--- config.mk ---
export PLATFORM = sky130hd
export DESIGN_NAME = dcache_port_arbiter
export DESIGN_NICKNAME = d
export VERILOG_FILES = /design/src/rtl/dcache_pkg.sv /design/src/rtl/dcache_port_arbiter.sv
export SDC_FILE = /design/constraint.sdc
export NUM_CORES = 1
export LEC_CHECK = 0
export ABC_AREA = 1
export BUFFER_PORTS_ARGS = -buffer_cell sky130_fd_sc_hd__buf_2
export CAP_MARGIN = 25
export CORE_MARGIN = 1.5
export CORE_UTILIZATION = 39
export DETAILED_ROUTE_END_ITERATION = 12
export GPL_ROUTABILITY_DRIVEN = 0
export HOLD_SLACK_MARGIN = 0.05
export PLACE_DENSITY = 0.81
export SLEW_MARGIN = 20
export SYNTH_ARGS = -nofsm -noshare
export SYNTH_HDL_FRONTEND = slang
export SYNTH_SLANG_ARGS = --single-unit
--- constraint.sdc ---
create_clock -name clk_i -period 3.1 [get_ports clk_i]
set_input_delay 0.465 -clock clk_i [delete_from_list [all_inputs] [get_ports clk_i]]
set_output_delay 0.465 -clock clk_i [all_outputs]
set_load 0.005 [all_outputs]
--- src/rtl/dcache_pkg.sv ---
`default_nettype none

package dcache_pkg;

  ////////////////////
  // cache geometry
  ////////////////////

  // read ports competing for the arrays
  localparam int unsigned NUM_PORTS   = 3;
  // associativity
  localparam int unsigned NUM_WAYS    = 4;
  // one bank per word of a line
  localparam int unsigned NUM_BANKS   = 4;
  localparam int unsigned WORD_WIDTH  = 32;
  localparam int unsigned WORD_BYTES  = 4;
  localparam int unsigned NUM_SETS    = 16;
  localparam int unsigned TAG_WIDTH   = 8;
  // data word plus one parity bit per byte
  localparam int unsigned PWORD_WIDTH = WORD_WIDTH + WORD_BYTES;

  ////////////////////
  // vector types
  ////////////////////

  typedef logic [WORD_WIDTH-1:0]  word_t;
  typedef logic [WORD_BYTES-1:0]  be_t;
  typedef logic [PWORD_WIDTH-1:0] pword_t;
  typedef logic [TAG_WIDTH-1:0]   tag_t;
  typedef logic [$clog2(NUM_SETS)-1:0] idx_t;

  // upper bits pick the bank, lower bits the byte
  typedef logic [$clog2(NUM_BANKS*WORD_BYTES)-1:0] off_t;

  typedef logic [$clog2(NUM_BANKS)-1:0] bank_sel_t;
  typedef logic [NUM_BANKS-1:0]         bank_oh_t;
  typedef logic [NUM_WAYS-1:0]          way_oh_t;
  typedef logic [NUM_PORTS-1:0]         port_oh_t;
  typedef logic [$clog2(NUM_PORTS)-1:0] port_sel_t;

  // full line as written by a refill
  typedef logic [NUM_BANKS*WORD_WIDTH-1:0] line_t;
  typedef logic [NUM_BANKS*WORD_BYTES-1:0] line_be_t;

endpackage

`default_nettype wire

--- src/rtl/dcache_port_arbiter.sv ---
`timescale 1ns/1ns
`default_nettype none

module dcache_port_arbiter (
  input  logic                                           clk_i,
  input  logic                                           rst_ni,
  input  dcache_pkg::port_oh_t                           rd_req_i,
  input  dcache_pkg::port_oh_t                           rd_prio_i,
  input  dcache_pkg::idx_t   [dcache_pkg::NUM_PORTS-1:0] rd_idx_i,
  input  dcache_pkg::off_t   [dcache_pkg::NUM_PORTS-1:0] rd_off_i,
  input  logic                                           wr_cl_vld_i,
  input  dcache_pkg::way_oh_t                            wr_cl_we_i,
  input  dcache_pkg::idx_t                               wr_cl_idx_i,
  input  dcache_pkg::way_oh_t                            wr_req_i,
  input  dcache_pkg::off_t                               wr_off_i,
  input  dcache_pkg::idx_t                               wr_idx_i,
  output dcache_pkg::port_oh_t                           rd_ack_o,
  output dcache_pkg::port_sel_t                          rd_sel_o,
  output dcache_pkg::off_t                               rd_off_o,
  output logic                                           lookup_o,
  output dcache_pkg::bank_oh_t                           bank_req_o,
  output dcache_pkg::bank_oh_t                           bank_we_o,
  output dcache_pkg::idx_t   [dcache_pkg::NUM_BANKS-1:0] bank_idx_o,
  output dcache_pkg::way_oh_t                            tag_req_o,
  output logic                                           tag_we_o,
  output dcache_pkg::idx_t                               tag_idx_o,
  output logic                                           wr_ack_o
);

  import dcache_pkg::*;

  port_oh_t  rd_req_prio;
  port_oh_t  rd_req_masked;
  port_sel_t rr_q;
  port_sel_t rr_d;
  port_sel_t sel;
  logic      found;
  logic      rd_gnt;
  bank_sel_t rd_bank;
  bank_sel_t wr_bank;

  ////////////////////
  // read arbitration
  ////////////////////

  // any high prio request masks all low prio ones
  assign rd_req_prio   = rd_req_i & rd_prio_i;
  assign rd_req_masked = (|rd_req_prio) ? rd_req_prio : rd_req_i;

  // first competitor at or after the pointer wins
  always_comb begin : p_rr_pick
    int unsigned cand;
    found = 1'b0;
    sel   = '0;
    for (int unsigned i = 0; i < NUM_PORTS; i++) begin
      cand = (int'(rr_q) + i) % NUM_PORTS;
      if (!found && rd_req_masked[cand]) begin
        found = 1'b1;
        sel   = port_sel_t'(cand);
      end
    end
  end

  // refill owns the arrays, no read grant meanwhile
  assign rd_gnt = found & ~wr_cl_vld_i;

  always_comb begin : p_ack
    rd_ack_o = '0;
    if (rd_gnt) begin
      rd_ack_o[sel] = 1'b1;
    end
  end

  // pointer moves past the winner, only on a grant
  assign rr_d = rd_gnt ? port_sel_t'((int'(sel) + 1) % NUM_PORTS) : rr_q;

  always_ff @(posedge clk_i or negedge rst_ni) begin : p_rr_ptr
    if (!rst_ni) begin
      rr_q <= '0;
    end else begin
      rr_q <= rr_d;
    end
  end

  // lookup info for the hit selector
  assign rd_sel_o = sel;
  assign rd_off_o = rd_off_i[sel];
  assign lookup_o = rd_gnt;

  // tags: refill writes the chosen ways, a read looks at all of them
  assign tag_we_o  = wr_cl_vld_i;
  assign tag_req_o = wr_cl_vld_i ? wr_cl_we_i : (rd_gnt ? '1 : '0);
  assign tag_idx_o = wr_cl_vld_i ? wr_cl_idx_i : rd_idx_i[sel];

  ////////////////////
  // bank steering
  ////////////////////

  assign rd_bank = bank_sel_t'(rd_off_i[sel] >> $clog2(WORD_BYTES));
  assign wr_bank = bank_sel_t'(wr_off_i >> $clog2(WORD_BYTES));

  always_comb begin : p_bank_req
    bank_req_o = '0;
    bank_we_o  = '0;
    wr_ack_o   = 1'b0;
    for (int unsigned k = 0; k < NUM_BANKS; k++) begin
      bank_idx_o[k] = wr_cl_vld_i ? wr_cl_idx_i : wr_idx_i;
    end

    if (wr_cl_vld_i) begin
      // whole line goes into every bank
      bank_req_o = '1;
      bank_we_o  = '1;
    end else begin
      if (rd_gnt) begin
        bank_req_o[rd_bank] = 1'b1;
        bank_idx_o[rd_bank] = rd_idx_i[sel];
      end
      // word write only when it stays off the read bank
      if ((|wr_req_i) && !(rd_gnt && (rd_bank == wr_bank))) begin
        wr_ack_o            = 1'b1;
        bank_req_o[wr_bank] = 1'b1;
        bank_we_o[wr_bank]  = 1'b1;
      end
    end
  end

endmodule

`default_nettype wire

==> metrics.log, run 1 <==
[metrics] run status: finished, violations left
[metrics] violations in the final reports: setup timing
[metrics] Clock Pin Slew Worst Setup and Hold Paths: 30 ps
[metrics] hold crit path type: input pin to asynchronous set/reset pin
[metrics] Final Hold Fails: 0
[metrics] cell count after placement: 330
[metrics] Pre-antenna DRT Iters: 4
[metrics] global-route usage over all layers: 21.7%
[metrics] total clock sinks: 2
[metrics] reg2reg end: rr_q[0]
[metrics] register ranked first by flip-flop count: rr_q
[metrics] number of top-level pins: 97
[metrics] Yosys warning total: 0
[metrics] stages on the worst setup path: 16
[metrics] Worst setup EP type: output port
[metrics] actual slew at the worst max-slew pin: 475 ps
[metrics] portion of total power attributed to sequential cells: 1.9%
[metrics] y dimension of the die: 57.6 um
[metrics] number of DRC violations after detailed routing: 0
[metrics] clock insertion delay at the later pin of the skew report: 230 ps
[metrics] worst hold margin: 546 ps
[metrics] commonest non-fill, non-tap cell in the layout: sky130_fd_sc_hd__buf_2
[metrics] Area growth syn-to-layout: 75.6%
[metrics] post-synthesis average cell area: 5.61 um2
[metrics] switching part of the total: 58.0%
[metrics] Worst Skew: 3.48 ps
[metrics] Max H-tree Level: 1
[metrics] maximum number of pins on one net before global-route repair: 17
[metrics] worst r2r src: rr_q[1]
[metrics] Yosys reg bits: 2
[metrics] Max IR drop VDD: 0.983 mV
[metrics] startpoint class of the critical path: flop
[metrics] die width: 57.6 um
[metrics] unrepaired setup endpoints after global routing: yes
[metrics] CP bufs+invs: 4
[metrics] standard-cell row count: 19
[metrics] minimum setup slack after placement: 155 ps
[metrics] Avg Vias per Cell: 5.27
[metrics] antenna violations before repair: 0
[metrics] PwrDens: 1390 nW/um2
[metrics] cell type group with the largest total delay on the critical path: simple AND/OR/NAND/NOR gates
[metrics] Req. time, crit path: 2630 ps
[metrics] WL/cell: 13.0 um
[metrics] worst-case headroom to the max-slew limit: 68.3%
[metrics] ratio of cells with drive above 1 in the final layout: 56.9%
[metrics] area post-placement: 1660 um2
[metrics] maximum clock insertion buffer count: 2
[metrics] count of unique library cells instantiated by Yosys: 26
[metrics] time the worst path needs with I/O delays and setup: 3110 ps
[metrics] vias in the first global route: 1,460
[metrics] largest stage delay on the critical path: 390 ps
[metrics] placed wire-length estimate after detailed placement: 2.88 mm
[metrics] Core Region: 2780 um2
[metrics] number of DRC violations after detailed-routing iteration 0: 72
[metrics] power dissipated by switching net loads: 1.65 mW
[metrics] Highest Clock Rate: 322 MHz
[metrics] overall via count from detail_route: 1,851
[metrics] internal power consumption: 1.19 mW
[metrics] drt total wl: 4.57 mm
[metrics] Arrival @ worst endpoint: 2640 ps
[metrics] global-route wire length before repair: 6.00 mm
[metrics] final critical-path share of the clock period: 100%
[metrics] Initial Util: 41.7%
[metrics] number of nets in the final layout: 377
[metrics] count of cells along the worst register-to-register path: 13
[metrics] DIE AREA: 3310 um2
[metrics] area of all placed cells without fillers: 2040 um2
[metrics] total of endpoints with negative setup slack in the final report: 1
[metrics] largest registers: rr_q x2
[metrics] number of nets produced by synthesis: 262
[metrics] cell with the largest stage delay on the worst path: sky130_fd_sc_hd__dfrtp_1
[metrics] CP Class: flop to output port
[metrics] highest-count cells in the layout ignoring fill and taps: sky130_fd_sc_hd__buf_2 (94), sky130_fd_sc_hd__nand2_1 (63), sky130_fd_sc_hd__nand3_2 (21)
[metrics] Total Negative Setup Slacks: -5.65 ps
[metrics] Final Worst Setup Slack: -5.65 ps
[metrics] number of standard cells after synthesis: 207
[metrics] sequential element share of the synthesized area: 4.31%
[metrics] number of clock buffers inserted by TritonCTS: 3
[metrics] netlist area before placement: 1160 um2
[metrics] CTS tree: built
[metrics] max FFs per register: 2
[metrics] Leak Pwr: 1.14 nW
[metrics] max_cap viols: 0
[metrics] Inserted Diodes: 0
[metrics] maximum net fanout on the critical path: 9
[metrics] Critical Path, Cell by Cell: buf_6 > ha_4 > inv_2 > nand3_1 > nand3_1 > nand2_1 > nand3_2 > nor2_2 > nor2_4 > buf_6 > nand3_4 > nand2_2 > nand3_4 > nor2_1 > a21oi_1 > buf_2
[metrics] clock root buffer: sky130_fd_sc_hd__clkbuf_4
[metrics] number of routed nets with antenna violations: 0
[metrics] worst setup slack for register-to-register paths: 880 ps
[metrics] max-slew violation count: 0
[metrics] GRT Residual Overflow: 0
[metrics] Final Instance Count excl. Fillers: 351
[metrics] number of buffers added on ports: 94
[metrics] clock share of power: 2.1%
[metrics] part of the total power dissipated in combinational logic: 96.0%
-- final cells by class --
type | count | area (um2)
multi-input cells | 179 | 1190
fillers | 255 | 742
repair buffers | 112 | 632
inverters | 24 | 103
flip-flops and latches | 2 | 50.0
well taps | 31 | 38.8
clock buffers | 3 | 22.5
-- worst max path at each step --
stage	startpoint	end	slack, ps
2_1_floorplan	rr_q[0]	wr_ack_o	550
3_3_place_gp	rr_q[0]	bank_idx_o[4]	210
3_5_place_dp	rr_q[0]	bank_idx_o[4]	150
4_1_cts	rr_q[0]	bank_idx_o[9]	7
5_1_grt	rr_q[1]	bank_req_o[3]	-130
6_report	rr_q[1]	bank_idx_o[12]	-6
-- worst register-to-register path: stages (launching register included) --
cell	delay [ps]
sky130_fd_sc_hd__dfrtp_1	390
sky130_fd_sc_hd__buf_6	130
sky130_fd_sc_hd__ha_4	300
sky130_fd_sc_hd__inv_4	50
sky130_fd_sc_hd__nand2_2	60
sky130_fd_sc_hd__nand2_2	60
sky130_fd_sc_hd__nand2_2	70
sky130_fd_sc_hd__nor2_4	60
sky130_fd_sc_hd__buf_4	130
sky130_fd_sc_hd__nor3_1	250
sky130_fd_sc_hd__a21oi_4	150
sky130_fd_sc_hd__inv_1	180
sky130_fd_sc_hd__nor2_1	90
sky130_fd_sc_hd__o21bai_1	150
-- cell usage after synthesis --
master | number | area [um2]
sky130_fd_sc_hd__nor2_1 | 17 | 63.8
sky130_fd_sc_hd__o21bai_1 | 2 | 15.0
sky130_fd_sc_hd__nor2_4 | 4 | 45.0
sky130_fd_sc_hd__nand3_2 | 9 | 90.1
sky130_fd_sc_hd__nor3_1 | 1 | 5.00
sky130_fd_sc_hd__nand4_2 | 1 | 12.5
sky130_fd_sc_hd__nand2_2 | 9 | 56.3
sky130_fd_sc_hd__a21oi_1 | 8 | 40.0
sky130_fd_sc_hd__or4_1 | 1 | 7.51
sky130_fd_sc_hd__nand4_1 | 2 | 12.5
sky130_fd_sc_hd__nand3_4 | 5 | 87.6
sky130_fd_sc_hd__a21boi_0 | 4 | 30.0
sky130_fd_sc_hd__nor2_2 | 3 | 18.8
sky130_fd_sc_hd__a21oi_4 | 1 | 16.3
sky130_fd_sc_hd__dfrtp_1 | 2 | 50.1
sky130_fd_sc_hd__buf_6 | 1 | 11.3
sky130_fd_sc_hd__nand2_4 | 2 | 22.5
sky130_fd_sc_hd__nand2_1 | 69 | 259
sky130_fd_sc_hd__o21ai_0 | 8 | 40.0
sky130_fd_sc_hd__clkbuf_1 | 2 | 7.51
sky130_fd_sc_hd__inv_4 | 1 | 6.26
sky130_fd_sc_hd__buf_4 | 1 | 7.51
sky130_fd_sc_hd__inv_1 | 21 | 78.8
sky130_fd_sc_hd__ha_1 | 2 | 25.0
sky130_fd_sc_hd__inv_2 | 2 | 7.51
sky130_fd_sc_hd__nand3_1 | 29 | 145
-- power by group through the flow --
stage / clock (mW) / sequential [mW] / combinational (mW)
2_1_floorplan: 0 / 0.0448 / 1.39
3_3_place_gp: 0 / 0.0453 / 1.94
3_5_place_dp: 0 / 0.0464 / 1.97
4_1_cts: 0.0605 / 0.0461 / 2.05
5_1_grt: 0.0639 / 0.0548 / 2.94
6_report: 0.0603 / 0.0543 / 2.72
-- layer usage --
metal | vias to the layer above | wire length (um) | global-route usage, %
met5 | - | 0 | 0
met4 | 0 | 89 | 4.98
met3 | 13 | 322 | 2.72
met2 | 92 | 2370 | 39.6
met1 | 840 | 1790 | 26.9
li1 | 906 | - | -
-- stage by stage --
| stage | utilization (%) | power (mW) |
|---|---|---|
| after floorplan | - | 1.44 |
| after global placement | 59.6 | 1.99 |
| after detailed placement | 59.6 | 2.02 |
| after CTS | 61.7 | 2.16 |
| after global routing | 73.3 | 3.06 |
| final | 73.3 | 2.84 |
-- cells by family after synthesis --
group	Yosys count	share of synthesized area, %
AOI/OAI and AO/OA	23	12.2
adders and majority gates	2	2.15
buffers and inverters	28	10.2
DFF	2	4.31
and+or+nand+nor	152	71.1
-- what timing repair did --
item	CTS	global route
hold endpoints to repair	2	0
pin swaps	2	19
setup endpoints to repair	21	29
gates cloned	1	1
buffers inserted	1	14
gates resized for setup	3	47
hold buffers	1	0
No activity file was read; power rests on OpenSTA's default activity.
==> inputs of run 2 (changes only) <==
==> constraint.sdc (replaced) <==
create_clock -name clk_i -period 3.1 [get_ports clk_i]
set_input_delay 0.62 -clock clk_i [delete_from_list [all_inputs] [get_ports clk_i]]
set_output_delay 0.62 -clock clk_i [all_outputs]
set_load 0.005 [all_outputs]
==> run 2 against run 1 <==
The run still ends with setup timing left. Clock power shrank 2%. Die area did not move. Count of clock-buffer cells in the layout is the same.
==> metrics.log, run 2 (synthesis gave the netlist of run 1 again) <==
[metrics] run status: finished, violations left
[metrics] violations in the final reports: setup timing
[metrics] number of buffers added on ports: 94
[metrics] CP bufs+invs: 4
[metrics] actual slew at the worst max-slew pin: 516 ps
[metrics] standard-cell row count: 19
[metrics] Max IR drop VDD: 1.06 mV
[metrics] Area growth syn-to-layout: 89.4%
[metrics] Max H-tree Level: 1
[metrics] unrepaired setup endpoints after global routing: yes
[metrics] total of endpoints with negative setup slack in the final report: 29
[metrics] Final Worst Setup Slack: -235 ps
[metrics] Critical Path, Cell by Cell: inv_2 > ha_4 > inv_2 > nand3_1 > nand2_2 > nor2_4 > nand3_2 > nor2_4 > nor2_4 > buf_6 > nand3_4 > nand3_1 > nand2_2 > nand3_4 > nand3_4 > nand3_2 > buf_2
[metrics] worst-case headroom to the max-slew limit: 65.3%
[metrics] GRT Residual Overflow: 0
[metrics] maximum number of pins on one net before global-route repair: 17
[metrics] met3 usage: 4.54%
[metrics] Inserted Diodes: 0
[metrics] Worst Skew: 0.306 ps
[metrics] register ranked first by flip-flop count: rr_q
[metrics] max-slew violation count: 0
[metrics] clock root buffer: sky130_fd_sc_hd__clkbuf_4
[metrics] hold crit path type: input pin to asynchronous set/reset pin
[metrics] met2 track utilization from global routing: 49.7%
[metrics] number of hold buffers added after cts: 0
[metrics] global-route usage over all layers: 26.9%
[metrics] number of routed nets with antenna violations: 0
[metrics] minimum setup slack after placement: -103 ps
[metrics] WL/cell: 14.3 um
[metrics] worst hold margin: 169 ps
[metrics] DIE AREA: 3310 um2
[metrics] final critical-path share of the clock period: 108%
[metrics] drt total wl: 5.14 mm
[metrics] Core Region: 2780 um2
[metrics] total clock sinks: 2
[metrics] post-route core utilization: 79.1%
[metrics] maximum clock insertion buffer count: 2
[metrics] CP Class: flop to output port
[metrics] largest stage delay on the critical path: 410 ps
[metrics] startpoint class of the critical path: flop
[metrics] Pre-antenna DRT Iters: 4
[metrics] number of nets in the final layout: 386
[metrics] global-route wire length before repair: 7.08 mm
[metrics] global-route track usage on met1: 29.5%
[metrics] Worst setup EP type: output port
[metrics] y dimension of the die: 57.6 um
[metrics] vias in the first global route: 1,679
[metrics] number of DRC violations after detailed routing: 0
[metrics] max_cap viols: 0
[metrics] antenna violations before repair: 0
[metrics] cell type group with the largest total delay on the critical path: simple AND/OR/NAND/NOR gates
[metrics] CTS tree: built
[metrics] time the worst path needs with I/O delays and setup: 3340 ps
[metrics] die width: 57.6 um
[metrics] clock insertion delay at the later pin of the skew report: 230 ps
[metrics] Arrival @ worst endpoint: 2720 ps
[metrics] Req. time, crit path: 2480 ps
[metrics] cell with the largest stage delay on the worst path: sky130_fd_sc_hd__dfrtp_1
[metrics] GRT Max-Usage Layer: met2
[metrics] Clock Pin Slew Worst Setup and Hold Paths: 30 ps
[metrics] ratio of cells with drive above 1 in the final layout: 63.5%
[metrics] commonest non-fill, non-tap cell in the layout: sky130_fd_sc_hd__buf_2
[metrics] Leak Pwr: 1.20 nW
[metrics] PwrDens: 1390 nW/um2
[metrics] Highest Clock Rate: 300 MHz
[metrics] Final Hold Fails: 0
[metrics] Avg Vias per Cell: 5.33
[metrics] number of top-level pins: 97
[metrics] number of DRC violations after detailed-routing iteration 0: 121
[metrics] placed wire-length estimate after detailed placement: 3.05 mm
[metrics] max FFs per register: 2
[metrics] number of clock buffers inserted by TritonCTS: 3
[metrics] overall via count from detail_route: 1,919
[metrics] Initial Util: 41.7%
[metrics] largest registers: rr_q x2
[metrics] overall power after layout: 3.06 mW
[metrics] Worst Setup SP: rr_q[1]
[metrics] highest-count cells in the layout ignoring fill and taps: sky130_fd_sc_hd__buf_2 (93), sky130_fd_sc_hd__nand2_1 (54), sky130_fd_sc_hd__buf_4 (23)
[metrics] maximum net fanout on the critical path: 5
[metrics] worst r2r src: rr_q[0]
## run 2: changes by cell type in the layout (fill, tap and decap cells not counted), sizes merged
cell         before  now
inv              23   24
clkinv            1    0
nand3            44   43
buf             111  122
dlygate4sd3       1    0
## run 2: repair_timing
action,4_1_cts,5_1_grt
setup endpoints to repair,25,38
pin swaps,20,27
buffers inserted,8,4
resized for setup,24,55
gates cloned,1,0
## run 2: stage by stage
step | instance area (um2) | setup TNS [ps] | std cells
finish | 2200 | -3870 | 360
CTS | 1960 | -209 | 356
global route | 2200 | -7940 | 360
detailed placement | 1760 | -1420 | 344
global placement | 1760 | -192 | 344
floorplan | 1160 | 0 | 207
## run 2: layer usage
metal	part of all wire, %	vias up
met5	0	-
met4	3.5	0
met3	6.1	19
met1	37	877
li1	-	928
met2	54	95
## run 2: cell type report
| class | count | area (um2) |
|---|---|---|
| multi-input cells | 178 | 1280 |
| well taps | 31 | 38.8 |
| fillers | 205 | 582 |
| flip-flops and latches | 2 | 50.0 |
| clock buffers | 3 | 22.5 |
| inverters | 24 | 100 |
| repair buffers | 122 | 706 |
## run 2: report_power, final
group	internal (mW)	switching [mW]
Sequential	0.0396	0.0150
Combinational	1.21	1.74
Clock	0.0428	0.0163
Total	1.29	1.77
## run 2: worst paths after layout
| check | endpoint | slack, ps | depth (start not counted) |
|---|---|---|---|
| worst min register to register | rr_q[0] | 720 | 3 |
| worst max-delay path | bank_req_o[2] | -240 | 17 |
| worst min-delay path | rr_q[1] | 170 | 1 |
| max in group asynchronous | rr_q[0] | 2840 | 1 |
| min in group clk_i | rr_q[0] | 720 | 3 |
| worst max register to register | rr_q[0] | 960 | 13 |
